<file path="src/logic/regfile.sv">
`timescale 1ns/1ns
`default_nettype none

module regfile #(
    parameter int WIDTH  = 32,
    parameter int NREGS  = 32,
    parameter int NREAD  = 2,
    parameter int NWRITE = 1,
    localparam int AW    = $clog2(NREGS)
) (
    input  wire logic                          clk,
    input  wire logic                          rstn,
    input  wire logic [NWRITE-1:0]             we_i,
    input  wire logic [NWRITE-1:0][AW-1:0]     waddr_i,
    input  wire logic [NWRITE-1:0][WIDTH-1:0]  wdata_i,
    input  wire logic [NREAD-1:0][AW-1:0]      raddr_i,
    output logic      [NREAD-1:0][WIDTH-1:0]   rdata_o
);

    logic [NREGS-1:0][WIDTH-1:0] regs;

    // Later ports overwrite earlier ones on an address clash
    always_ff @(posedge clk) begin
        if (!rstn) begin
            regs <= '0;
        end else begin
            for (int w = 0; w < NWRITE; w++) begin
                if (we_i[w]) begin
                    regs[waddr_i[w]] <= wdata_i[w];
                end
            end
        end
    end

    always_comb begin
        for (int r = 0; r < NREAD; r++) begin
            rdata_o[r] = regs[raddr_i[r]];
        end
    end

endmodule

`default_nettype wire

</file>
<file path="config.mk">
export PLATFORM = sky130hd
export DESIGN_NAME = regfile
export DESIGN_NICKNAME = d
export VERILOG_FILES = /design/src/logic/regfile.sv
export SDC_FILE = /design/constraint.sdc
export NUM_CORES = 2
export LEC_CHECK = 0
export BUFFER_PORTS_ARGS = -buffer_cell sky130_fd_sc_hd__buf_2
export CORE_AREA = 2 2 367 369
export CTS_CLUSTER_SIZE = 24
export DETAILED_ROUTE_END_ITERATION = 8
export DIE_AREA = 0 0 369 371
export HOLD_SLACK_MARGIN = 0.05
export PLACE_DENSITY_LB_ADDON = 0.3
export SLEW_MARGIN = 20
export SYNTH_ARGS = -nofsm -noshare
export SYNTH_HDL_FRONTEND = slang
export SYNTH_SLANG_ARGS = --single-unit
export TNS_END_PERCENT = 20
</file>
<file path="constraint.sdc">
create_clock -name clk -period 2.56 [get_ports clk]
set_input_delay 0.512 -clock clk [delete_from_list [all_inputs] [get_ports clk]]
set_output_delay 0.512 -clock clk [all_outputs]
set_load 0.01 [all_outputs]
</file>
# Yosys cells after proc, flatten, opt, wreduce, memory -nomap -nowiden

Index checks and enable logic that the tools add are counted.

Register bits: 1024
Latch bits: 0
RAM bits: 0
Bits in read-only memories: 0
Bits of input ports: 50
Memories kept: 0

$add $sub $neg: 0
Multiply operators: 0
Div/mod/pow operators: 0
Order comparisons: 4
Equal/unequal tests: 0
Shift operators: 0
Mux-type cells: 7
Bitwise logic cells: 0
Reduce and logical (&&, ||, !) cells: 1

Operators by type and width:

| operator           | count |
|---|---|
| $bwmux 1024        | 1 |
| $bmux 32 s5        | 2 |
| $demux 32 s5       | 1 |
| $mux 32            | 3 |
| $lt 5x6->1 const B | 3 |
| $ge 5x1->1 const B | 1 |
| $logic_and 1x1->1  | 1 |

# Logic depth before layout (Yosys ltp)

Word-level depth: 5
Mapped depth: 8
Depth with buffers taken out: 5

# Worst setup path after synthesis

Ideal clock, no wire load.

Kind: input-to-output
Start: input raddr_i[6] (netlist bit)
End: output rdata_o[41] (netlist bit)
Data arrival time: 1.764 ns
Required time: 2.048 ns
Setup slack: 0.284 ns
Stages: 8
Path buffers: 4
Cells stage by stage: buf_2 > buf_2 > buf_4 > buf_4 > mux2i_1 > a22oi_1 > a31oi_1 > nand3_1

RTL lines:

| element            | RTL line | text |
|---|---|---|
| start: declaration | 16       | `input wire logic [NREAD-1:0][AW-1:0] raddr_i,` |
| end: declaration   | 17       | `output logic [NREAD-1:0][WIDTH-1:0] rdata_o` |

==> results.py <==
metrics = {
    "placed_design": {
        "post-place-cells": 8623,
        "place_hpwl_um": 148000,
        "portBuffers": 113,
        "gp_congestion": 0.924,
        "place_area_um2": 61200,
    },
    "timing": {
        "skew_ns": 0,
        "setup_viol": 59,
        "rsz0062_at_grt": "true",
        "fin_crit_sh_pct": 106,
        "finalSetupTns_ns": -4.22,
        "slew_headroom_pct": 41.0,
        "worst_pin_slew_ns": 0.885,
        "fin_ws_ns": -0.149,
        "hold_violations": 0,
        "max_freq_ghz": 0.369,
        "post-route-min-period_ns": 2.71,
        "slew_violations": 0,
    },
    "worst_hold_path": {
        "min_from": "rstn",
        "worstHoldEndpoint": "regs[821]",
        "hold_class": "in2reg",
        "whs_path_depth": 2,
    },
    "clock_tree": {
        "root_buffer": "clkbuf_16",
        "htree_num_levels": 3,
        "clock-sinks": 1024,
        "clock_path_buffers": 3,
        "clkTransAtPathRegs_ns": 0.06,
        "cts_made_buffers": 108,
        "tritoncts": "done",
        "clk_latency_ns": 0.74,
    },
    "floorplanning": {
        "die_h_um": 371,
        "die_x_um": 369,
        "io_pins": 114,
        "rows": 134,
        "start_util_pct": 41.8,
        "core_area_um2": 133000,
        "die-area_um2": 137000,
    },
    "setup_path": {
        "crit_path_start_kind": "input port",
        "reg2reg_from": "regs[994]",
        "cp-end-kind": "output port",
        "required_ns": 2.05,
        "cp.arrival_ns": 2.20,
        "r2r_cells": 2,
        "critPathKind": "in2out",
        "worstPathMaxFanout": 14,
        "r2r_slack_ns": 1.80,
        "r2r-end": "regs[994]",
    },
    "power": {
        "p_per_area_nw_per_um2": 551,
        "power.total_uw": 37800,
        "leakage_uw": 0.0258,
        "vdd_drop_max_v": 0.000487,
    },
    "yosys": {
        "yosysTopAreaCellShare_pct": 37.0,
        "async_flop_share_pct": 0,
        "synth_edf_count": 0,
        "postSynthCellCount": 6913,
        "ys_seq_area_share_pct": 37.0,
        "syn_nets": 6963,
        "synth.ff_latch_count": 1024,
        "avgSynthCellArea_um2": 8.02,
        "synth.most_common_cell": "nand2_1",
        "ys_warn_count": 0,
        "yosys.area.top_type": "dfxtp_1",
        "synth_area_um2": 55400,
        "yosysUniqueCellTypes": 30,
        "netlist_top_cells_area": "dfxtp_1, mux2i_1, nand2_1, a21boi_1, a21boi_0",
        "synth_ff_type": "dfxtp_1",
        "synth_common_cells": "nand2_1, dfxtp_1, mux2i_1",
    },
    "route": {
        "dr.pass1.iters": 8,
        "vias": 54700,
        "ant_nets": 0,
        "drcViolationCount": 0,
        "routedWlPerCell_um": 26.8,
        "drtIter0Drc": 7212,
        "routed_wl_um": 238000,
        "viasPerCell": 6.14,
    },
    "job": {
        "max-cap-violations": 0,
    },
    "global_routing": {
        "grt_pass1_vias": 51600,
        "grt_overflow": 0,
        "antenna_found_initial": 22,
        "grt_pass1_wl_um": 344000,
        "grt_use_total_pct": 33.6,
        "grt_max_degree": 158,
    },
    "cells_and_area": {
        "area_growth_pct": 23.8,
        "regMostFlops": "regs",
        "fin_area_um2": 68600,
        "drive_gt1_share_pct": 16.8,
        "fillers": 12100,
        "largest_register_ffs": 1024,
        "fin_cells": 8907,
        "reg_top3": "regs (1024)",
        "layout.nets": 7085,
    },
    "status": {
        "violations": "negative setup slack",
        "status": "finished, violations left",
    },
}
## power breakdown
group	switching (µW)	internal (µW)	total (µW)
registers	94.7	16100	16100
clock network	7050	9260	16300
logic	3080	2250	5340
total	10200	27600	37800
## placed cells by master (no fill, tap or decap), types with 7 or more instances in the layout
master	instances
clkbuf_1	25
nand3_1	138
nand2_1	2243
buf_2	65
dfxtp_2	100
clkbuf_8	21
a31oi_1	27
a22oi_1	188
nor3_2	37
diode_2	12
a21oi_1	192
nand3_2	31
nand2_2	34
buf_8	10
buf_12	158
a31oi_2	9
a21boi_0	472
buf_16	36
nand3_4	25
clkbuf_16	115
a21boi_1	552
buf_4	303
mux2i_2	7
nor3_4	20
nor2_4	34
a22o_1	128
a31oi_4	28
dfxtp_1	924
buf_6	91
bufinv_16	7
nor3_1	8
bufbuf_16	7
clkinv_2	28
mux2i_1	1014
## metrics by stage
stage	setup slack (ns)	hold slack (ns)	utilization, %
4_1_cts	-0.126	0.127	51.3
3_5_place_dp	-0.497	0.458	46.1
2_1_floorplan	0.284	0.447	-
5_1_grt	-0.183	0.136	51.7
3_3_place_gp	-0.450	0.453	46.1
6_report	-0.149	0.147	51.7
## what timing repair did
action                     in CTS  in global routing
gates resized for setup       448                 95
setup buffers                  55                 11
cloned                         23                  5
hold buffers                    0                  0
pin swaps                     131                 73
setup endpoints to repair      64                 63
## how the worst max path moves through the flow
stage / start / endpoint / slack (ns)
after floorplan: raddr_i[6] / rdata_o[41] / 0.28
after global placement: raddr_i[6] / rdata_o[57] / -0.45
after detailed placement: raddr_i[1] / rdata_o[25] / -0.50
after CTS: regs[229] / rdata_o[37] / -0.13
after global routing: regs[212] / rdata_o[52] / -0.18
final: raddr_i[6] / rdata_o[53] / -0.15
## kinds of logic (layout without fill, tap and decap cells)
logic type	after synthesis	after routing	synth area share, %
other	0	12	0
muxes	1024	1024	18.5
DFF	1024	1024	37.0
AOI/OAI and AO/OA	1600	1600	20.9
and+or+nand+nor	2603	2603	18.5
buffers and inverters	662	876	5.08
## critical path, cell delays in order
cell     delay, ns
buf_16        0.13
buf_12        0.18
buf_4         0.23
buf_4         0.21
mux2i_1       0.08
a22oi_1       0.28
nand3_1       0.22
nand3_4       0.18
buf_6         0.12
## metal layers
| metal | up-vias | global-route usage (%) | part of all wire (%) |
|---|---|---|---|
| li1 | 23900 | - | - |
| met1 | 26500 | 44.3 | 40 |
| met2 | 3374 | 49.4 | 42 |
| met3 | 862 | 8.00 | 12 |
| met4 | 10 | 20.2 | 6.9 |
| met5 | - | 0 | 0.028 |
## layout make-up
class                           count  area, µm²  area share, %
Clock buffer                      157       3160           4.61
Multi-Input combinational cell   5227      33900           49.4
Antenna cell                       12       30.0         0.0438
Sequential cell                  1024      20600           30.1
Timing Repair Buffer              674       8260           12.0
Clock inverter                     45        448          0.653
Tap cell                         1768       2210           3.22
(Power assumes the default switching activity.)
