`src/logic/scoreboard.sv`:
```
`timescale 1ns/1ns
`default_nettype none

module scoreboard #(
    parameter int NREGS = 32,
    parameter int NSET  = 2,
    parameter int NREAD = 2,
    localparam int AW   = $clog2(NREGS)
) (
    input  wire logic                      clk,
    input  wire logic                      rstn,
    input  wire logic [NSET-1:0]           set_i,
    input  wire logic [NSET-1:0][AW-1:0]   set_addr_i,
    input  wire logic                      clr_i,
    input  wire logic [AW-1:0]             clr_addr_i,
    input  wire logic [NREAD-1:0][AW-1:0]  raddr_i,
    output logic      [NREAD-1:0]          ready_o
);

    logic [NREGS-1:0] ready_q;
    logic [NREGS-1:0] ready_d;

    always_comb begin
        ready_d = ready_q;
        for (int s = 0; s < NSET; s++) begin
            if (set_i[s]) begin
                ready_d[set_addr_i[s]] = 1'b1;
            end
        end
        // Issue clear applied last so it takes priority
        if (clr_i) begin
            ready_d[clr_addr_i] = 1'b0;
        end
    end

    always_ff @(posedge clk) begin
        if (!rstn) begin
            ready_q <= '0;
        end else begin
            ready_q <= ready_d;
        end
    end

    // Same-cycle writeback counts as ready
    always_comb begin
        for (int r = 0; r < NREAD; r++) begin
            ready_o[r] = ready_q[raddr_i[r]];
            for (int s = 0; s < NSET; s++) begin
                if (set_i[s] && set_addr_i[s] == raddr_i[r]) begin
                    ready_o[r] = 1'b1;
                end
            end
        end
    end

endmodule

`default_nettype wire

```
`config.mk`:
```
export PLATFORM = sky130hd
export DESIGN_NAME = scoreboard
export DESIGN_NICKNAME = d
export VERILOG_FILES = /design/src/logic/scoreboard.sv
export SDC_FILE = /design/constraint.sdc
export NUM_CORES = 1
export LEC_CHECK = 0
export BUFFER_PORTS_ARGS = -buffer_cell sky130_fd_sc_hd__buf_2
export CAP_MARGIN = 20
export CORE_MARGIN = 2
export CORE_UTILIZATION = 40
export CTS_BUF_LIST = sky130_fd_sc_hd__clkbuf_8
export DETAILED_ROUTE_END_ITERATION = 6
export HOLD_SLACK_MARGIN = 0.05
export SETUP_SLACK_MARGIN = 0.3
export SLEW_MARGIN = 20
export SYNTH_ARGS = -nofsm -noshare
export SYNTH_HDL_FRONTEND = slang
export SYNTH_SLANG_ARGS = --single-unit
```
`constraint.sdc`:
```
create_clock -name clk -period 2.9 [get_ports clk]
set_input_delay 0.58 -clock clk [delete_from_list [all_inputs] [get_ports clk]]
set_output_delay 0.58 -clock clk [all_outputs]
set_load 0.005 [all_outputs]
```
Word-level counts from Yosys, hierarchy flattened:

Cells that the tools add are included.

* register bits after elaboration: 32
* bits of input ports: 30

* $lt $le $gt $ge: 8
* eq/ne operators: 4
* multiplexer cells: 17
* bitwise gates (word level): 4
* reduce and logical (&&, ||, !) cells: 7

Operators by type and width (count)
* 32-bit 2-to-1 mux: 3
* 32-bit bitwise OR: 2
* 32-bit AND: 1
* 32-bit NOT: 1
* 5-bit by 6-bit less-than comparator with 1-bit output, second input constant: 5
* 5-bit equality test: 4
* 1-bit demux with 5-bit select: 3
* 5-bit by 1-bit greater-or-equal comparator with 1-bit output, second input constant: 3
* 1-bit binary-select mux with 5-bit select: 2
* 1-bit 2-to-1 mux: 9
* 1-bit logical AND: 7

Logic depth before layout (Yosys ltp):

* word-level depth: 10
* depth in mapped cells: 7
* depth with buffers taken out: 5

Least setup slack after synthesis:

OpenSTA, ideal clock, no wires.

* path type: input -> output
* from: input raddr_i[0] (netlist name)
* to: output ready_o[0]
* arrival time: 1.464 ns
* required time: 2.320 ns
* path slack: 0.856 ns
* stages on the path: 6
* path through: buf_2 > nand2b_1 > a211oi_1 > nor3b_1 > a31oi_1 > nand4_1

* word-level cells in the longest chain between the ends: 4
* elaborated cells between the ends (all ways): 8
* classes of those cells: eq/ne: 2; mux: 4; reduce/logical: 2

RTL lines
* start: declaration: RTL line 16 `input wire logic [NREAD-1:0][AW-1:0] raddr_i,`
* 1-bit binary-select mux with 5-bit select or 5-bit equality test (tied branches): RTL line 47, 49
* 1-bit 2-to-1 mux (not written as such) or 1-bit logical AND (tied branches): RTL line 47, 49
* 1-bit 2-to-1 mux: RTL line 49 `if (set_i[s] && set_addr_i[s] == raddr_i[r]) begin`
* 1-bit 2-to-1 mux *: RTL line 49
* end: declaration: RTL line 17 `output logic [NREAD-1:0] ready_o`

Every way passes the cells marked *; elsewhere a longest branch is shown, timed or not. The select of a mux whose other input is x is not followed.

Worst setup path after layout:

* from: input raddr_i[2] (netlist name)
* to: output ready_o[0]

The elaborated chain is that of the path after synthesis.

==> flow_summary.toml <==
[global_route]
grt_pass1_wl_um = 12800
grt_start_max_net_pins = 33
antenna_found_initial = 0
grt_pass1_vias = 2370
overflow = 0
grt_use_total_pct = 23.0

[synthesis]
async_flop_share_pct = 0
ys_ff_latch = 32
synth_flop_cell = "dfxtp_1"
ys_warn_count = 0
synth_edf_count = 0
syn_inst = 311
yosysUniqueCellTypes = 29
syn_nets = 341
synth_area_mm2 = 0.00253
syn_avg_cell_area_um2 = 8.15
seq_area_frac_synth_pct = 25.3

[critical_path]
r2r_cells = 1
setup.worst_path.start_class = "input pin"
crit_fanout = 26
worst_ep_arrival_time_ps = 1810
cpMostUsedCell = "buf_2"
slowest_delay_ps = 410
crit_slowest_cell = "buf_2"
path_cells = "buf_2 > nor2b_1 > a211oi_1 > nor3b_1 > a31oi_1 > nand4_1 > buf_2"
critPathKind = "input pin to output pin"
cp-end-kind = "output pin"
r2r_end = "ready_q[4]"
required_ps = 2320
worstReg2RegStart = "ready_q[4]"
rrSetupSlack_ps = 2210
crit_buf_inv = 2
cp_top_family = "buffers and inverters"

[clock_network]
htree_levels = 2
worstSkewPairLatency_ps = 280
clk_pin_slew_worst_paths_ps = 70
clockBufferDepth = 2
cts.sinks = 32
hold_buffers = 0
cts_buffers = 5
cts_resized = 0
root_buffer = "clkbuf_8"
cts_tree = "built"
postCtsSetupRepairBufs = 0

[floorplan]
core_mm2 = 0.00603
io_pins = 32
die_h_um = 83.6
start_util_pct = 42.0
row_count = 28
die_area_mm2 = 0.00699
die_w_um = 83.6

[sta]
post-route-min-period_ps = 2390
setup_violations = 0
clock_skew_ps = 0
worstMarginPinSlew_ps = 710
fmax_mhz = 418
hold_violations = 0
rsz0062_at_grt = "false"
tns_ps = 0
maxSlewHeadroom_pct = 52.5
drv_slew = 0
fin_crit_sh_pct = 82.4

[layout]
nets = 351
regMostFlops = "ready_q"
design_area_mm2 = 0.00271
syn_to_final_growth_pct = 6.96
n_antenna_cell = 0
layout-drive-gt1-share_pct = 12.4
reg.largest.list = "ready_q x32"
largest_reg_flops = 32

[detailed_routing]
drtIter0Drc = 258
wire_per_inst_um = 20.1
drt_wl_total_um = 7960
first_pass_iters = 5
drc = 0
viasPerCell = 6.39
vias = 2537
detail-route-antenna-nets = 0

[power]
leakagePower_nw = 1.29
intPower_uw = 726
pwr-share-clk_pct = 33.4
p_per_area_mw_per_mm2 = 382
power_switching_uw = 309
p_total_mw = 1.03
combPwrFrac_pct = 21.9
ir_drop_uv = 211
power_frac_seq_pct = 44.6
switching_share_pct = 29.9

[placed_design]
place_area_mm2 = 0.00262
hpwl_um = 5720
port_buffers = 31
gp_congestion = 0.870

[flow_run]
drv_cap = 0

[min_path]
worstHoldPathCells = 1
hp-class = "flip-flop to flip-flop"
hp-start = "ready_q[12]"
min_to = "ready_q[12]"

[status]
status = "complete, no violations"
routing by layer:
layer	wire, um	up-vias	track usage, %
li1	-	1198	-
met4	38	0	6.30
met3	763	6	4.75
met1	3690	1198	32.9
met5	0	-	0
met2	3470	135	35.1
how the worst max path moves through the flow:
stage / start / to / cells after the start / slack (ps)
final: raddr_i[2] / ready_o[0] / 7 / 510
after global routing: raddr_i[2] / ready_o[0] / 7 / 350
after CTS: raddr_i[2] / ready_o[0] / 7 / 510
after detailed placement: raddr_i[2] / ready_o[0] / 7 / 510
after global placement: raddr_i[7] / ready_o[1] / 6 / 530
after floorplan: raddr_i[0] / ready_o[0] / 6 / 860
synthesized netlist by cell type (all sizes together) (4+ instances only):
master / instances / area share (%)
nand3b: 10 / 3.0
or3b: 4 / 1.4
nor3b: 6 / 1.8
a211oi: 18 / 5.3
buf: 20 / 5.3
nand3: 4 / 0.79
o211a: 32 / 13
a31oi: 4 / 0.99
mux2i: 16 / 6.3
o22ai: 34 / 8.4
xnor2: 20 / 6.9
nor2: 8 / 1.2
a311oi: 6 / 2.1
nor2b: 16 / 4.0
nand2: 50 / 7.4
nand2b: 4 / 0.99
clkbuf: 9 / 1.4
dfxtp: 32 / 25
nand4: 8 / 2.0
power groups by stage:
stage / Sequential, mW / Clock, mW / Combinational, mW
final: 0.462 / 0.346 / 0.227
after global routing: 0.462 / 0.372 / 0.248
after CTS: 0.461 / 0.351 / 0.224
after detailed placement: 0.471 / 0 / 0.223
after global placement: 0.471 / 0 / 0.221
after floorplan: 0.466 / 0 / 0.169
cells in the final DEF (no fill, tap or decap), drive strengths merged:
| cell type | netlist | final |
|---|---|---|
| nand4 | 8 | 8 |
| or3b | 4 | 4 |
| nor3b | 6 | 6 |
| o22ai | 34 | 34 |
| xnor2 | 20 | 20 |
| a211oi | 18 | 18 |
| clkbuf | 9 | 6 |
| nand4b | 2 | 2 |
| or3 | 2 | 2 |
| nor2 | 8 | 8 |
| dfxtp | 32 | 32 |
| buf | 20 | 32 |
| and3 | 2 | 2 |
| nand2b | 4 | 4 |
| nor3 | 1 | 1 |
| o211a | 32 | 32 |
| nand3 | 4 | 4 |
| inv | 0 | 2 |
| nand3b | 10 | 10 |
| nand2 | 50 | 50 |
| mux2i | 16 | 16 |
| a311oi | 6 | 6 |
| and3b | 3 | 3 |
| nor2b | 16 | 16 |
| a31oi | 4 | 4 |
stage by stage:
| step | util (%) | setup slack, ps | std cells | hold slack (ps) |
|---|---|---|---|---|
| floorplan | - | 856 | 311 | 478 |
| global placement | 43.5 | 527 | 389 | 505 |
| detailed placement | 43.5 | 507 | 389 | 512 |
| CTS | 45.0 | 511 | 397 | 527 |
| global route | 45.0 | 345 | 397 | 546 |
| finish | 45.0 | 509 | 397 | 523 |
area by class of cell:
type,instances,area [um^2]
Fill cell,623,3320
Multi-Input combinational cell,250,1720
Sequential cell,32,641
Timing Repair Buffer,32,163
Tap cell,75,93.8
Clock buffer,6,82.6
Clock inverter,2,7.51
logic make-up (layout without fill, tap and decap cells):
logic type / count (synthesis) / count (layout) / share of synthesized area [%]
DFF: 32 / 32 / 25.3
and+or+nand+nor: 120 / 120 / 25.3
buffers and inverters: 29 / 40 / 6.72
AOI/OAI and AO/OA: 94 / 94 / 29.4
xor gates and xnor gates: 20 / 20 / 6.91
muxes: 16 / 16 / 6.32
Power figures use the tool's default switching activity.
