[src/logic/core_cfg_pkg.sv]
`default_nettype none

package core_cfg_pkg;

    // Datapath width
    localparam int XLEN = 32;

    // Register files
    localparam int NR_PREGS     = 32;
    localparam int NR_AREGS     = 16;
    localparam int PREG_ID_BITS = 5;
    localparam int AREG_ID_BITS = 4;

    // Reorder buffer
    localparam int NR_ROB_ENTRIES = 8;
    localparam int ROB_ID_BITS    = 3;

    // Result and completion ports, functional units
    localparam int NR_WB_PORTS    = 2;
    localparam int NR_COMPL_PORTS = 2;
    localparam int NR_FUS         = 3;

endpackage

`default_nettype wire

[src/logic/uop_pkg.sv]
`default_nettype none

package uop_pkg;

    typedef logic [core_cfg_pkg::XLEN-1:0]         xlen_t;
    typedef logic [core_cfg_pkg::PREG_ID_BITS-1:0] preg_id_t;
    typedef logic [core_cfg_pkg::AREG_ID_BITS-1:0] areg_id_t;
    typedef logic [core_cfg_pkg::ROB_ID_BITS-1:0]  rob_id_t;

    // Also the bit index into fu_ready
    typedef enum logic [1:0] {
        FU_ALU  = 2'd0,
        FU_LSU  = 2'd1,
        FU_CTRL = 2'd2
    } fu_e;

    typedef enum logic [3:0] {
        ADD, SUB, AND, OR, XOR, SLL, SRL, SLT,
        LUI, AUIPC, LOAD, STORE, BRANCH, JAL, JALR
    } op_e;

    typedef struct packed {
        xlen_t    pc;
        xlen_t    imm;
        fu_e      fu;
        op_e      op;
        areg_id_t rs1;
        areg_id_t rs2;
        areg_id_t rd;
        logic     rs1_valid;
        logic     rs2_valid;
        logic     rd_valid;
        logic     use_uimm;
    } static_inst_t;

    typedef struct packed {
        static_inst_t si;
        rob_id_t      id;
        preg_id_t     prs1;
        preg_id_t     prs2;
        preg_id_t     prd;
        logic         prs1_renamed;
        logic         prs2_renamed;
    } renamed_inst_t;

    typedef struct packed {
        xlen_t    pc;
        rob_id_t  id;
        preg_id_t prd;
        xlen_t    rs1val;
        xlen_t    rs2val;
        xlen_t    imm;
        fu_e      fu;
        op_e      op;
    } fu_input_t;

    typedef struct packed {
        xlen_t    pc;
        rob_id_t  id;
        preg_id_t prd;
        xlen_t    rdval;
    } fu_output_t;

    typedef struct packed {
        rob_id_t  id;
        xlen_t    pc;
        preg_id_t prd;
        areg_id_t ard;
        logic     need_arf_write;
        logic     completed;
    } rob_entry_t;

    typedef struct packed {
        logic    valid;
        rob_id_t id;
    } completion_t;

endpackage

`default_nettype wire

[src/logic/commit_stage.sv]
`timescale 1ns/1ns
`default_nettype none

module commit_stage (
    input  wire logic                clk,
    input  wire logic                rstn,
    input  wire uop_pkg::rob_entry_t head_i,
    input  wire logic                head_valid_i,
    output logic                     pop_o,
    output uop_pkg::preg_id_t        prf_raddr_o,
    input  wire uop_pkg::xlen_t      prf_rdata_i,
    output logic                     arf_we_o,
    output uop_pkg::areg_id_t        arf_waddr_o,
    output uop_pkg::xlen_t           arf_wdata_o,
    output uop_pkg::rob_entry_t      retire_o,
    output logic                     retire_valid_o
);

    uop_pkg::rob_entry_t entry_q;
    uop_pkg::xlen_t      rdval_q;
    logic                valid_q;

    // Retire: pop whenever the head is done
    assign pop_o       = head_valid_i;
    assign prf_raddr_o = head_i.prd;

    always_ff @(posedge clk) begin
        if (!rstn) begin
            valid_q <= 1'b0;
        end else begin
            valid_q <= head_valid_i;
        end
    end

    always_ff @(posedge clk) begin
        entry_q <= head_i;
        rdval_q <= prf_rdata_i;
    end

    // Commit: architectural update
    assign retire_o       = entry_q;
    assign retire_valid_o = valid_q;
    assign arf_we_o       = valid_q && entry_q.need_arf_write;
    assign arf_waddr_o    = entry_q.ard;
    assign arf_wdata_o    = rdval_q;

endmodule

`default_nettype wire

[config.mk]
export PLATFORM = sky130hd
export DESIGN_NAME = commit_stage
export DESIGN_NICKNAME = d
export VERILOG_FILES = /design/src/logic/core_cfg_pkg.sv /design/src/logic/uop_pkg.sv /design/src/logic/commit_stage.sv
export SDC_FILE = /design/constraint.sdc
export NUM_CORES = 1
export LEC_CHECK = 0
export BUFFER_PORTS_ARGS = -buffer_cell sky130_fd_sc_hd__buf_2
export CORE_MARGIN = 8
export CORE_UTILIZATION = 28
export CTS_BUF_LIST = sky130_fd_sc_hd__clkbuf_16
export CTS_CLUSTER_DIAMETER = 60
export CTS_CLUSTER_SIZE = 25
export DETAILED_ROUTE_END_ITERATION = 16
export GPL_TIMING_DRIVEN = 1
export PLACE_DENSITY = 0.7
export SLEW_MARGIN = 20
export SYNTH_ARGS = -nofsm -noshare
export SYNTH_HDL_FRONTEND = slang
export SYNTH_SLANG_ARGS = --single-unit
[constraint.sdc]
create_clock -name clk -period 1.37 [get_ports clk]
set_input_delay 0.137 -clock clk [delete_from_list [all_inputs] [get_ports clk]]
set_output_delay 0.137 -clock clk [all_outputs]
set_load 0.1 [all_outputs]
# ---- After elaboration in Yosys (flattened, before gate mapping)
# Cells that the tools add are included.
dict set report word_totals {
  ff_bits 79
  inputBits 81
  out_inout_bits 90
  word_cells 9
}
dict set report op_classes {
  n_reduce_logical 1
}
# op n
set op_table {}
lappend op_table {{$logic_and A1 B1 Y1} 1}

# ---- Logic depth before layout (Yosys ltp)
dict set report depth {
  depth_word 1
  ltp_mapped 1
  depth_no_buf 1
}

# ---- Least setup slack after synthesis
# No wires, ideal clock.
dict set report synth_timing {
  path_type {flip-flop to output port}
  startpoint {register entry_q, in the netlist retire_o[1]}
  endpoint {output port arf_we_o}
  t_arrival_ns 1.796
  t_required_ns 1.233
  slack_ns -0.563
  path_stages_with_launch 2
  n_path_buf 0
  path_cell_list {dfxtp_1 -> and2_1}
}
dict set report synth_between {
  elab_chain_cells 1
}
# element line
set synth_rtl {}
lappend synth_rtl {{start: declaration} commit_stage.sv:19} ;# uop_pkg::rob_entry_t entry_q;
lappend synth_rtl {{start signal: assignment} commit_stage.sv:36} ;# entry_q <= head_i;
lappend synth_rtl {{$logic_and A1 B1 Y1} commit_stage.sv:43} ;# assign arf_we_o = valid_q && entry_q.need_arf_write;
lappend synth_rtl {{end: declaration} commit_stage.sv:12} ;# output logic arf_we_o,
# Every way passes these cells.

# ---- Worst setup path in the final report
dict set report layout_timing {
  startpoint {input port head_i[10] (netlist bit)}
  endpoint {output port prf_raddr_o[4]}
}
# element line
set layout_lines {}
lappend layout_lines {{start: declaration} commit_stage.sv:7} ;# input wire uop_pkg::rob_entry_t head_i,
lappend layout_lines {{end: declaration} commit_stage.sv:10} ;# output uop_pkg::preg_id_t prf_raddr_o,
# No word-level cell between the ends.

==> results_dict.tcl <==
set metrics [dict create \
    status "finished, final reports clean" \
    final_antenna_net_count 0 \
    synthToLayoutAreaGrowth_pct 117 \
    synth.most_common_cell "dfxtp_1" \
    start_util 0.285 \
    die_w_um 93.2 \
    drt-total-wl_um 5930 \
    core_mm2 0.00585 \
    p_leak_nw 1.81 \
    holdWs_ns 0.0252 \
    syn_area_per_cell_um2 18.3 \
    cpMostUsedCell "buf_2" \
    async_flop_share 0 \
    yosys.area_share.simple 0.00750 \
    synth_warnings 0 \
    cts_root_buf "clkbuf_16" \
    drive_gt1_frac 0.554 \
    syn-num-nets 172 \
    grt_max_degree 14 \
    grt_usage 0.134 \
    clock_path_buffers 2 \
    crit_path_max_fanout 2 \
    cts_tree "yes" \
    synth_mux_area_frac 0 \
    ys_types 3 \
    required_ns 1.23 \
    clk_pin_slew_worst_paths_ns 0.05 \
    ys_top_cells_by_count "dfxtp_1 (79), buf_4 (10), and2_1 (2)" \
    slowest_stage "dlygate4sd3_1" \
    fp-row-count 28 \
    nets 421 \
    finalHoldViolCount 0 \
    grt_pass1_vias 1791 \
    wire_per_inst_um 14.1 \
    grt_first_pass_wirelength_um 8880 \
    synth-xor-area-share 0 \
    grt-ovfl-total 0 \
    hp-start "rstn" \
    insertedDiodeCount 0 \
    synth_top_area_cell "dfxtp_1" \
    min_path_type "in2reg" \
    slew_headroom 0.665 \
    drc 0 \
    final_max_slew_viol_count 0 \
    power.density_mw_per_mm2 1700 \
    worst_pin_slew_ns 0.506 \
    htree_levels 3 \
    post-dp-hpwl_um 3970 \
    hold_end "retire_valid_o" \
    period_share 0.970 \
    gp_congestion 0.743 \
    cts_buffers 9 \
    max_stage_delay_ns 0.52 \
    yosysTopAreaCellShare 0.948 \
    synthesis.area_mm2 0.00167 \
    vias 1558 \
    drtIter0Drc 14 \
    arrival_ns 1.19 \
    cp-end-kind "output port" \
    rsz0062_at_grt "false" \
    yosysSeqAreaShare 0.948 \
    nFillCells 457 \
    postCtsSetupRepairBufs 0 \
    synthFlopType "dfxtp_1" \
    setup_viol 0 \
    synth_cells 91 \
    synth_top_family_by_area "buffers and inverters" \
    clock-sinks 79 \
    viasPerCell 3.71 \
    synth_seq_cells 79 \
    synthTopCellsByArea "dfxtp_1 (95%), buf_4 (4.5%), and2_1 (0.75%)" \
    crit_type "in2out" \
    peakVddDrop_mv 1.03 \
    synth_edf_count 0 \
    cap_violations 0 \
    holdPathStages 2 \
    path_cells "dlygate4sd3_1, buf_2, buf_2" \
    setup_tns_ns 0 \
    portBuffers 170 \
    fmax_ghz 0.752 \
    fin_crit_ns 1.33 \
    synthAdderAreaFrac 0 \
    cp_num_buf_inv 3 \
    dieHeight_um 93.2 \
    path_depth 3 \
    startpoint_type "primary input" \
    die-area_mm2 0.00869 \
    crit_family "buffers and inverters" \
    antenna_found_initial 0 \
    first_pass_iters 4 \
    ioPinCount 171 \
    synth_compound_area_frac 0 \
]
==> final cells by class <==
class / count / area, µm² / share of cell area
clock buffers: 9 / 225 / 0.0622
well taps: 75 / 93.8 / 0.0259
flip-flops and latches: 79 / 1590 / 0.439
repair buffers: 248 / 1630 / 0.451
multi-input cells: 2 / 13.8 / 0.00380
clock inverters: 7 / 66.3 / 0.0183
==> state kept, by name, indices dropped and copies added, names as in the netlist <==
name            cells
retire_valid_o      1
arf_waddr_o         4
retire_o           42
arf_wdata_o        32
==> through the flow <==
step | power, mW | utilization | setup WS [ns] | std cells | cell area [µm²]
after floorplan | 3.56 | - | 0.0188 | 91 | 1680
after global placement | 3.78 | 0.435 | 0.397 | 326 | 2550
after detailed placement | 3.79 | 0.435 | 0.392 | 326 | 2550
after CTS | 6.24 | 0.619 | 0.0410 | 420 | 3620
after global routing | 6.39 | 0.619 | 0.0193 | 420 | 3620
final | 6.17 | 0.619 | 0.0407 | 420 | 3620
==> power by group <==
group	total [mW]	internal [mW]	leakage [nW]	switching, mW
Combinational	1.47	0.316	1.00	1.15
Clock	2.25	1.39	0.144	0.855
Sequential	2.45	2.42	0.667	0.0295
Total	6.17	4.13	1.81	2.03
==> cells in the final DEF, fill, tap and decap left out, drive strengths merged <==
master	count
clkinvlp	2
bufinv	1
dlygate4sd3	78
clkinv	2
buf	169
and2	2
inv	2
clkbuf	10
dfxtp	79
==> logic make-up after synthesis <==
kind of cell           Yosys count
buffers and inverters           10
and+or+nand+nor                  2
DFF                             79
==> per-layer routing <==
| layer | routed length (µm) | up-vias | track usage |
|---|---|---|---|
| met5 | 0 | - | 0 |
| met4 | 90 | 0 | 0.0497 |
| met3 | 751 | 11 | 0.0889 |
| met2 | 3090 | 100 | 0.244 |
| met1 | 2000 | 679 | 0.113 |
| li1 | - | 768 | - |
==> worst max path at each step <==
stage / end / start / slack, ns
after floorplan: arf_we_o / retire_o[1] / 0.02
after global placement: arf_we_o / retire_valid_o / 0.40
after detailed placement: arf_we_o / retire_valid_o / 0.39
after CTS: arf_we_o / retire_valid_o / 0.04
after global routing: arf_we_o / retire_o[1] / 0.02
final: prf_raddr_o[4] / head_i[10] / 0.04
==> repair_timing <==
| action | CTS | global route |
|---|---|---|
| setup endpoints to repair | 0 | 1 |
| resized for setup | 0 | 1 |
| hold buffers | 78 | 0 |
| endpoints found under the hold margin | 78 | 0 |
No activity file was read; power rests on OpenSTA's default activity.
