===== config.mk =====
export PLATFORM = sky130hd
export DESIGN_NAME = issue_stage
export DESIGN_NICKNAME = d
export VERILOG_FILES = /design/src/logic/core_cfg_pkg.sv /design/src/logic/uop_pkg.sv /design/src/logic/issue_stage.sv
export SDC_FILE = /design/constraint.sdc
export NUM_CORES = 1
export LEC_CHECK = 0
export CAP_MARGIN = 20
export CORE_AREA = 5 5 235 237
export DETAILED_ROUTE_END_ITERATION = 10
export DIE_AREA = 0 0 240 242
export DONT_BUFFER_PORTS = 1
export PLACE_DENSITY_LB_ADDON = 0.08
export SYNTH_ARGS = -nofsm -noshare
export SYNTH_HDL_FRONTEND = slang
export SYNTH_SLANG_ARGS = --single-unit

===== constraint.sdc =====
create_clock -name vclk -period 2.2
set_input_delay 0.44 -clock vclk [all_inputs]
set_output_delay 0.44 -clock vclk [all_outputs]
set_load 0.005 [all_outputs]

===== src/logic/core_cfg_pkg.sv =====
`default_nettype none

package core_cfg_pkg;

    // Datapath width
    localparam int XLEN = 32;

    // Register files
    localparam int NR_PREGS     = 32;
    localparam int NR_AREGS     = 16;
    localparam int PREG_ID_BITS = 5;
    localparam int AREG_ID_BITS = 4;

    // Reorder buffer
    localparam int NR_ROB_ENTRIES = 8;
    localparam int ROB_ID_BITS    = 3;

    // Result and completion ports, functional units
    localparam int NR_WB_PORTS    = 2;
    localparam int NR_COMPL_PORTS = 2;
    localparam int NR_FUS         = 3;

endpackage

`default_nettype wire


===== src/logic/uop_pkg.sv =====
`default_nettype none

package uop_pkg;

    typedef logic [core_cfg_pkg::XLEN-1:0]         xlen_t;
    typedef logic [core_cfg_pkg::PREG_ID_BITS-1:0] preg_id_t;
    typedef logic [core_cfg_pkg::AREG_ID_BITS-1:0] areg_id_t;
    typedef logic [core_cfg_pkg::ROB_ID_BITS-1:0]  rob_id_t;

    // Also the bit index into fu_ready
    typedef enum logic [1:0] {
        FU_ALU  = 2'd0,
        FU_LSU  = 2'd1,
        FU_CTRL = 2'd2
    } fu_e;

    typedef enum logic [3:0] {
        ADD, SUB, AND, OR, XOR, SLL, SRL, SLT,
        LUI, AUIPC, LOAD, STORE, BRANCH, JAL, JALR
    } op_e;

    typedef struct packed {
        xlen_t    pc;
        xlen_t    imm;
        fu_e      fu;
        op_e      op;
        areg_id_t rs1;
        areg_id_t rs2;
        areg_id_t rd;
        logic     rs1_valid;
        logic     rs2_valid;
        logic     rd_valid;
        logic     use_uimm;
    } static_inst_t;

    typedef struct packed {
        static_inst_t si;
        rob_id_t      id;
        preg_id_t     prs1;
        preg_id_t     prs2;
        preg_id_t     prd;
        logic         prs1_renamed;
        logic         prs2_renamed;
    } renamed_inst_t;

    typedef struct packed {
        xlen_t    pc;
        rob_id_t  id;
        preg_id_t prd;
        xlen_t    rs1val;
        xlen_t    rs2val;
        xlen_t    imm;
        fu_e      fu;
        op_e      op;
    } fu_input_t;

    typedef struct packed {
        xlen_t    pc;
        rob_id_t  id;
        preg_id_t prd;
        xlen_t    rdval;
    } fu_output_t;

    typedef struct packed {
        rob_id_t  id;
        xlen_t    pc;
        preg_id_t prd;
        areg_id_t ard;
        logic     need_arf_write;
        logic     completed;
    } rob_entry_t;

    typedef struct packed {
        logic    valid;
        rob_id_t id;
    } completion_t;

endpackage

`default_nettype wire


===== src/logic/issue_stage.sv =====
`timescale 1ns/1ns
`default_nettype none

module issue_stage (
    input  wire uop_pkg::renamed_inst_t                             di_i,
    input  wire logic                                               di_valid_i,
    output logic                                                    di_ready_o,
    input  wire logic [core_cfg_pkg::NR_FUS-1:0]                    fu_ready_i,
    input  wire uop_pkg::fu_output_t [core_cfg_pkg::NR_WB_PORTS-1:0] bypass_i,
    input  wire logic [core_cfg_pkg::NR_WB_PORTS-1:0]               bypass_valid_i,
    output uop_pkg::preg_id_t [1:0]                                 prf_raddr_o,
    input  wire uop_pkg::xlen_t [1:0]                               prf_rdata_i,
    output uop_pkg::areg_id_t [1:0]                                 arf_raddr_o,
    input  wire uop_pkg::xlen_t [1:0]                               arf_rdata_i,
    output uop_pkg::preg_id_t [1:0]                                 sb_raddr_o,
    input  wire logic [1:0]                                         sb_ready_i,
    output logic                                                    sb_clr_o,
    output uop_pkg::preg_id_t                                       sb_clr_addr_o,
    output logic                                                    rob_push_o,
    output uop_pkg::rob_entry_t                                     rob_entry_o,
    input  wire logic                                               rob_full_i,
    output uop_pkg::fu_input_t                                      fu_input_o,
    output logic                                                    fu_valid_o
);

    uop_pkg::preg_id_t [1:0] prs;
    logic [1:0]              renamed;
    uop_pkg::xlen_t [1:0]    src_val;
    logic [1:0]              src_rdy;
    uop_pkg::xlen_t          rs1val;
    uop_pkg::xlen_t          rs2val;
    logic                    rs1_rdy;
    logic                    rs2_rdy;
    logic                    fu_ok;
    logic                    nostall;

    assign prs         = {di_i.prs2, di_i.prs1};
    assign renamed     = {di_i.prs2_renamed, di_i.prs1_renamed};
    assign prf_raddr_o = prs;
    assign sb_raddr_o  = prs;
    assign arf_raddr_o = {di_i.si.rs2, di_i.si.rs1};

    // Renamed source: bypass over PRF, PRF gated by scoreboard
    always_comb begin
        for (int i = 0; i < 2; i++) begin
            if (renamed[i]) begin
                src_val[i] = prf_rdata_i[i];
                src_rdy[i] = sb_ready_i[i];
                for (int j = 0; j < core_cfg_pkg::NR_WB_PORTS; j++) begin
                    if (bypass_valid_i[j] && bypass_i[j].prd == prs[i]) begin
                        src_val[i] = bypass_i[j].rdval;
                        src_rdy[i] = 1'b1;
                    end
                end
            end else begin
                // ARF holds committed state, never busy
                src_val[i] = arf_rdata_i[i];
                src_rdy[i] = 1'b1;
            end
        end
    end

    always_comb begin
        rs1val  = '0;
        rs1_rdy = 1'b1;
        if (di_i.si.op == uop_pkg::AUIPC) begin
            rs1val = di_i.si.pc;
        end else if (di_i.si.use_uimm) begin
            rs1val = uop_pkg::xlen_t'(di_i.si.rs1);
        end else if (di_i.si.rs1_valid) begin
            rs1val  = src_val[0];
            rs1_rdy = src_rdy[0];
        end
        if (di_i.si.rs2_valid) begin
            rs2val  = src_val[1];
            rs2_rdy = src_rdy[1];
        end else begin
            rs2val  = di_i.si.imm;
            rs2_rdy = 1'b1;
        end
    end

    assign fu_ok = (int'(di_i.si.fu) < core_cfg_pkg::NR_FUS) && fu_ready_i[di_i.si.fu];

    assign nostall    = !di_valid_i || (rs1_rdy && rs2_rdy && fu_ok && !rob_full_i);
    assign di_ready_o = nostall;
    assign fu_valid_o = di_valid_i && nostall;

    assign fu_input_o.pc     = di_i.si.pc;
    assign fu_input_o.id     = di_i.id;
    assign fu_input_o.prd    = di_i.prd;
    assign fu_input_o.rs1val = rs1val;
    assign fu_input_o.rs2val = rs2val;
    assign fu_input_o.imm    = di_i.si.imm;
    assign fu_input_o.fu     = di_i.si.fu;
    assign fu_input_o.op     = di_i.si.op;

    // ROB allocation at issue
    assign rob_push_o                 = fu_valid_o;
    assign rob_entry_o.id             = di_i.id;
    assign rob_entry_o.pc             = di_i.si.pc;
    assign rob_entry_o.prd            = di_i.prd;
    assign rob_entry_o.ard            = di_i.si.rd;
    assign rob_entry_o.need_arf_write = di_i.si.rd_valid;
    assign rob_entry_o.completed      = 1'b0;

    // Destination busy until its writeback
    assign sb_clr_o      = fu_valid_o && di_i.si.rd_valid;
    assign sb_clr_addr_o = di_i.prd;

endmodule

`default_nettype wire


### Yosys cells after proc, flatten, opt, wreduce, memory -nomap -nowiden

Cells that the tools add are included.

| cells by class | value |
|---|---|
| $lt $le $gt $ge | 2 |
| equal/unequal tests | 5 |
| multiplexer cells | 22 |
| reduce and logical (&&, ||, !) cells | 13 |

Operators with widths:

| operator | count |
|---|---|
| $mux W32 | 10 |
| $eq A5 B5 Y1 | 4 |
| $mux W1 | 11 |
| $logic_and A1 B1 Y1 | 10 |
| $eq A4 B4 Y1 const B | 1 |
| $lt A2 B3 Y1 const B | 1 |
| $bmux W1 S2 | 1 |
| $logic_not A1 Y1 | 2 |
| $lt A2 B2 Y1 const B | 1 |
| $logic_or A1 B1 Y1 | 1 |

| storage, ports and cells | value |
|---|---|
| flip-flop bits (word level) | 0 |
| input bits | 387 |
| output and inout bits | 225 |
| logic and storage cells | 42 |

### Logic depth before layout (Yosys ltp)

Gate-level depths: netlist of the first run.

| depth | value |
|---|---|
| word-level depth | 14 |
| depth in mapped cells | 8 |
| depth with buffers taken out | 5 |

### Least setup slack after synthesis of the first run

No wires, ideal clock.

| path | value |
|---|---|
| kind | in2out |
| start point | in bypass_i[34] in the netlist's numbering |
| end point | out rob_push_o |
| data arrival time | 1.788 ns |
| data required time | 1.760 ns |
| setup slack | -0.028 ns |
| stages on the path | 8 |
| buffers on the path | 3 |
| cells stage by stage | xor2_1 > nor4_1 > and3_1 > buf_4 > buf_6 > nor3_1 > nor3b_1 > buf_4 |

| between the ends | value |
|---|---|
| longest elaborated chain between the ends | 13 |

RTL lines:

| what | line | source |
|---|---|---|
| start, declared | issue_stage.sv:9 | `input wire uop_pkg::fu_output_t [core_cfg_pkg::NR_WB_PORTS-1:0] bypass_i,` |
| $eq A5 B5 Y1 | issue_stage.sv:50 | `if (bypass_valid_i[j] && bypass_i[j].prd == prs[i]) begin` |
| $logic_and A1 B1 Y1 | issue_stage.sv:50 |  |
| $mux W1 (2 in series) | issue_stage.sv:50 |  |
| $mux W1 | issue_stage.sv:46 | `if (renamed[i]) begin` |
| $mux W1 | issue_stage.sv:70 | `end else if (di_i.si.rs1_valid) begin` |
| $mux W1 | issue_stage.sv:68 | `end else if (di_i.si.use_uimm) begin` |
| $mux W1 | issue_stage.sv:66 | `if (di_i.si.op == uop_pkg::AUIPC) begin` |
| $logic_and A1 B1 Y1 * (3 in series) | issue_stage.sv:85 | `assign nostall = !di_valid_i \|\| (rs1_rdy && rs2_rdy && fu_ok && !rob_full_i);` |
| $logic_or A1 B1 Y1 * | issue_stage.sv:85 |  |
| $logic_and A1 B1 Y1 * | issue_stage.sv:87 | `assign fu_valid_o = di_valid_i && nostall;` |
| end, declared | issue_stage.sv:19 | `output logic rob_push_o,` |

Mark *: on every way between the ends. The rest lies on a longest branch, timed or not.

==> results summary, run 1 <==
The run finished, with violations left. The checks that failed: setup timing. The sequential cell area fraction in the yosys report came out at 0. The initial antenna violation count was 5. The die area came out at 58,100 um^2. The row count came out at 85.

The detailed router finished its first iteration with 168 violations. Setup violations remaining at the end of the flow were counted as 65. The net load switching power came out at 517 uW. The proportion of power drawn by combinational gates came out at 1.000.

After detailed routing, the average wire length per cell comes to 28.0 um. The minimum clock period is 2.43 ns. The detailed router placed 4,133 vias in this run. The pin count of the biggest net entering global routing came out at 36. The placed wire-length estimate is 25,800 um. The number of top-level pins is slightly above 600. The max capacitance violation total is 0. The proportion of total power due to net switching came out at 0.546. The final wirelength came out at 32,500 um.

The final layout net count came out at 853. The required time at the worst-slack endpoint is 1.76 ns. The via count of the first global-routing pass came to 4,696. In this run the most critical hold path is launched from di_i[36]. The total global routing overflow is 0. The number of distinct library cell variants in the gate-level netlist after synthesis is 39. The final worst setup slack is -0.226 ns. In the post-synthesis netlist, the biggest area contributors are buf_4 (28%), o221ai_2 (11%), mux2i_1 (8.0%). The weighted congestion reported at the end of routability-driven placement is ~0.8.

The tightest min-delay check is of the in -> out type. The standard cell core area is ~53,000 um^2. The global routing usage summed across all routing layers came out at 0.102.

The post-layout utilization of the core came out at 0.110. Measured along the x axis, the die boundary spans 240 um. The largest voltage drop on the vdd net came out at about 0.00005 V. The ratio of cells with drive above 1 in the final layout came out at 0.506.

The die height came out at 242 um. The highest achievable clock rate came out at 412 MHz. The setup TNS after final layout is -7.17 ns. The starting utilization of the core area came out at 0.0800. The analysis attributes to cell leakage a power of 1.56 nW. The number of search-and-repair iterations in the first detailed-routing pass is 4. The total count of max-transition violations in the final report came out at 0. The number of sequential cells in the layout came out at 0.

During placement, the flow inserted port buffers numbering 0. The maximum fanout count along the critical path is 6. The number of nets produced by synthesis is 982. Setup repair after global routing could not meet its margin everywhere. The most instantiated library cell after synthesis is buf_4. The source of the critical timing path is di_i[15].

Fill cells in the final layout number 6,096. The internal power of the cells totals 431 uW. The placed cell area is 4440 um^2. The share of Yosys cell area claimed by the top area cell type is 0.285.

At the placement stage, the worst setup path has a slack of -0.728 ns. Power spread over the standard cell area amounts to about 160 nW/um^2. The post-route DRC violation count came out at 0.

The worst setup path category is in -> out. The count of nets left with antenna violations once routing finished came out at 0. The worst setup path is launched from an input port. The hold-critical path depth came out at 0. The critical path capture point type is a primary output. Counting instances in the post-synthesis netlist gives the leading cell types as buf_4 (161), o21ai_0 (41), nand3_1 (35).

The first global-routing pass estimated about 42,000 um of wire. Dividing the detail-routed via count by the number of cells gives 3.56. The layout has 0 clock buffers. The clock network power share is 0. The biggest area contributor in the post-synthesis netlist is buf_4. In this run the cell area of the synthesized design comes to between 4000 and 5000 um^2. Synthesis handed over a netlist of 595 instances. The arrival time at the worst endpoint is between 1.5 and 2 ns. The area added between synthesis and finish is 37.8%. The period utilization is 1.10.

The number of warnings reported in the yosys synthesis log is 0. The post-route cell area came out at roughly 5900 um^2. The hold-fix buffer count after cts is 0. The mean area per synthesized cell is 7.14 um^2.

The area taken by flip-flops and latches came out at 0 um^2. The final hold violation count came out at 0. The sequential share of power is 0.
## routing by layer
metal	vias up	global-route usage	routed length, um
met5	-	0	27
met4	4	0.00868	399
met3	25	0.0227	2160
met2	274	0.179	16300
met1	2052	0.131	13600
li1	1778	-	-
## power by group through the flow
stage	Sequential, mW	Clock [mW]	Combinational, mW
after floorplan	0	0	0.643
after global placement	0	0	0.759
after detailed placement	0	0	0.757
after CTS	0	0	0.916
after global routing	0	0	1.02
final	0	0.000000122	0.948
## cell type report
| class | count | area [um^2] | share of cell area |
|---|---|---|---|
| inverters | 34 | 128 | 0.0218 |
| well taps | 696 | 871 | 0.149 |
| diodes | 2 | 5.00 | 0.000855 |
| multi-input cells | 351 | 3770 | 0.644 |
| repair buffers | 79 | 1080 | 0.185 |
## timing repair
| action | 4_1_cts | 5_1_grt |
|---|---|---|
| gates resized for setup | 164 | 83 |
| endpoints found under the setup margin | 68 | 68 |
| cloned | 6 | 2 |
| pin swaps | 20 | 26 |
| hold endpoints to repair | 0 | 0 |
| buffers inserted | 12 | 3 |
## logic make-up (layout without fill, tap and decap cells)
family / Yosys count / count (layout) / share of synthesized area
buffers and inverters: 244 / 113 / 0.371
AOI/OAI and AO/OA: 200 / 200 / 0.375
and+or+nand+nor: 96 / 96 / 0.131
muxes: 34 / 34 / 0.0801
xor gates and xnor gates: 20 / 20 / 0.0412
other: 1 / 3 / 0.000883
## per-stage QoR
step | hold WS, ns | power (mW) | instances
6_report | 0.880 | 0.948 | 1162
5_1_grt | 0.880 | 1.02 | 1160
4_1_cts | 0.880 | 0.916 | 1160
3_5_place_dp | 0.880 | 0.757 | 1152
3_3_place_gp | 0.880 | 0.759 | 1152
2_1_floorplan | 0.951 | 0.643 | 595
## worst max-delay path, cell delays in order
cell	delay [ns]
xnor2_4	0.22
nand4_1	0.14
buf_6	0.15
buf_8	0.12
buf_12	0.14
buf_8	0.14
o31ai_4	0.22
a31oi_2	0.08
a221o_1	0.32
## final timing paths
kind              slack (ns)              to
setup / recovery       -0.23  fu_input_o[79]
hold / removal          0.88   fu_input_o[0]
## placed cells by master, fill, tap and decap left out, types with 3 or more instances in the layout
cell and n:
o31ai_2 13, mux2i_4 12, mux2i_1 10, mux2i_2 12, buf_4 30, inv_1 34, nand2_1 9, xnor2_2 4
a21oi_1 31, o221ai_4 4, nor2b_1 32, a31oi_2 10, o31ai_4 11, o21ai_2 16, o21ai_0 11, o221ai_2 28
o31ai_1 6, buf_6 15, xor2_4 3, a31oi_4 14, buf_12 23, a221o_1 30, xnor2_1 6, buf_8 6
nand3_1 32, o21ai_1 13, xor2_2 3, a31oi_1 6
Note: power is estimated with default switching activity, not from simulation.
==> inputs of run 2 (changes only) <==
--- a/config.mk
+++ b/config.mk
@@ -5,12 +5,12 @@
 export SDC_FILE = /design/constraint.sdc
 export NUM_CORES = 1
 export LEC_CHECK = 0
-export CAP_MARGIN = 20
-export CORE_AREA = 5 5 235 237
+export CORE_AREA = 5 5 234 236
 export DETAILED_ROUTE_END_ITERATION = 10
-export DIE_AREA = 0 0 240 242
+export DIE_AREA = 0 0 239 241
 export DONT_BUFFER_PORTS = 1
 export PLACE_DENSITY_LB_ADDON = 0.08
+export REMOVE_ABC_BUFFERS = 1
 export SYNTH_ARGS = -nofsm -noshare
 export SYNTH_HDL_FRONTEND = slang
 export SYNTH_SLANG_ARGS = --single-unit
==> results summary, run 2 (synthesis gave the netlist of run 1 again) <==
The flow ran to the end, but the final reports show violations. The final reports fail on setup timing. The initial antenna violation count is 0. The number of search-and-repair iterations in the first detailed-routing pass came out at 5.

The hold-fix buffer count after cts is 0. The via count of the first global-routing pass came to 4,517. The weighted congestion reported at the end of routability-driven placement is 0.791. Traced cell by cell, the critical path runs through xor2_2 > nor4_2 > and3_4 > buf_12 > buf_12 > mux2i_2 > o221ai_4. The required time at the worst-slack endpoint is roughly 1.8 ns. For this run, design rule violations remaining after detail routing come to 0. The wire-length estimate of the detail-placed layout is 24,700 um.

The total count of max-transition violations in the final report came out at 0. The period utilization is 1.07. The number of vias per cell after detailed routing is 3.64. Summing all flip-flop and latch instances after layout gives 0 um^2. The path type of the worst min-delay path is in -> out. The smallest clock period supported by the final layout is computed as about 2.3 ns. Of the cells placed in the final design, the portion with a size suffix greater than 1 is 0.394. The global-route wire length before repair is 38,400 um. The starting utilization of the core area came out at 0.0813.

The critical path in this run is classified as in -> out. The number of top-level pins is 612. In this run the worst setup path terminates at fu_input_o[60]. The critical path starts at bypass_i[34]. Setup repair after global routing could not meet its margin everywhere. The final antenna-violating net count is 0. The area added between synthesis and finish is 26.2%.

The final layout net count came out at 843. The max capacitance violation total came out at 0. Setup slack on the critical path of the routed design comes to -0.149 ns. In the final routed layout, each cell accounts on average for about 27 um. The final hold violation count was 0. STA classifies the critical path endpoint as a primary output. Row generation in the floorplan step produced 84 rows. The floorplan step defined a die boundary enclosing between 50,000 and 60,000 um^2. Entering global routing, the biggest net connects 36 pins. The die width came out at 239 um.

Port buffering added 0 buffers. The slowest stage of the critical path is the mux2i_2 cell. The setup TNS after final layout is -4.80 ns. The highest achievable clock rate came out at 426 MHz. The count of vias placed by the detailed router is about 4,200. The overall power is ~860 uW. The standard cell core area is 52,200 um^2.

The top cell types in the final layout, fill and taps aside, are nand3_1 (34), inv_1 (34), nor2b_1 (32), a21oi_1 (31), a221o_1 (30). From bottom edge to top edge, the die measures around 240 um. The arrival time at the worst endpoint came out at 1.91 ns. Of all nets on the critical path, the largest fanout is 7. The first routing iteration left 215 violations. The final hold slack came out at 0.880 ns.

The setup-violating endpoint count in the final report came out at 64. The global routing usage summed across all routing layers is 0.0931. For this design the ratio of total power to cell area is around 160 nW/um^2. For this run the aggregate overflow at the end of global routing stands at 0. The largest voltage drop on the vdd net came out at 0.0000551 V.

The final wirelength is 30,400 um. In this design, the critical path's most frequently occurring cell is buf_12. The final antenna diode count is 0.

The count of clock buffers in the final design is 0. The number of sequential cells in the layout came out at 0. The worst setup path is launched from an input port. The biggest cell delay along the critical path came out at 0.29 ns. For this design the static power due to leakage is 1.43 nW.
## run 2: cell count changes in the layout (fill, tap and decap cells not counted), moves of 8 or more
| cell | previous run | this run |
|---|---|---|
| a31oi_4 | 14 | 2 |
| o21ai_2 | 16 | 3 |
| a31oi_1 | 6 | 23 |
| o221ai_2 | 28 | 18 |
| o31ai_2 | 13 | 23 |
| mux2i_1 | 10 | 24 |
| mux2i_2 | 12 | 4 |
| o221ai_4 | 4 | 14 |
| o21ai_0 | 11 | 27 |
## run 2: timing repair
item,CTS,global route
cloned,3,2
pin swaps,13,11
resized for setup,89,58
setup buffers,10,7
setup endpoints to repair,68,68
## run 2: critical path: cells and delay by family
kind | cells | cell delay [ns]
xor+xnor | 1 | 0.15
mux | 1 | 0.29
buf+inv | 2 | 0.32
simple gates | 2 | 0.53
compound gates | 1 | 0.14
## run 2: final cells by class
cell class / count / area (um^2)
Fill cell: 6032 / 46900
Tap cell: 688 / 861
Multi-Input combinational cell: 351 / 3390
Timing Repair Buffer: 69 / 986
Inverter: 34 / 128
## run 2: power by group
group | switching [mW] | internal, mW | total (mW)
logic | 0.473 | 0.384 | 0.857
registers | 0 | 0 | 0
clock network | 0 | 0 | 0
## run 2: metrics by stage
stage               cell area, um^2  instances  worst slack [ns]    util
floorplan                      2800        385            -0.995       -
global placement               4330       1121            -0.475  0.0829
detailed placement             4330       1121            -0.449  0.0829
CTS                            4970       1134            -0.168  0.0951
global route                   5360       1142            -0.260   0.103
finish                         5360       1142            -0.149   0.103
## run 2: metal layers
layer / global-route usage / part of all wire / vias to the layer above
met5: 0.00655 / 0.0012 / -
li1: - / - / 1756
met2: 0.163 / 0.50 / 347
met3: 0.0361 / 0.11 / 26
met1: 0.112 / 0.38 / 2028
met4: 0.0105 / 0.012 / 2
## run 2: how the worst min path moves through the flow
stage	start	to	depth (start not counted)
2_1_floorplan	di_i[32]	arf_raddr_o[0]	0
3_3_place_gp	di_i[31]	arf_raddr_o[7]	0
3_5_place_dp	di_i[31]	arf_raddr_o[7]	0
4_1_cts	di_i[31]	arf_raddr_o[7]	0
5_1_grt	di_i[66]	fu_input_o[30]	0
6_report	di_i[66]	fu_input_o[30]	0
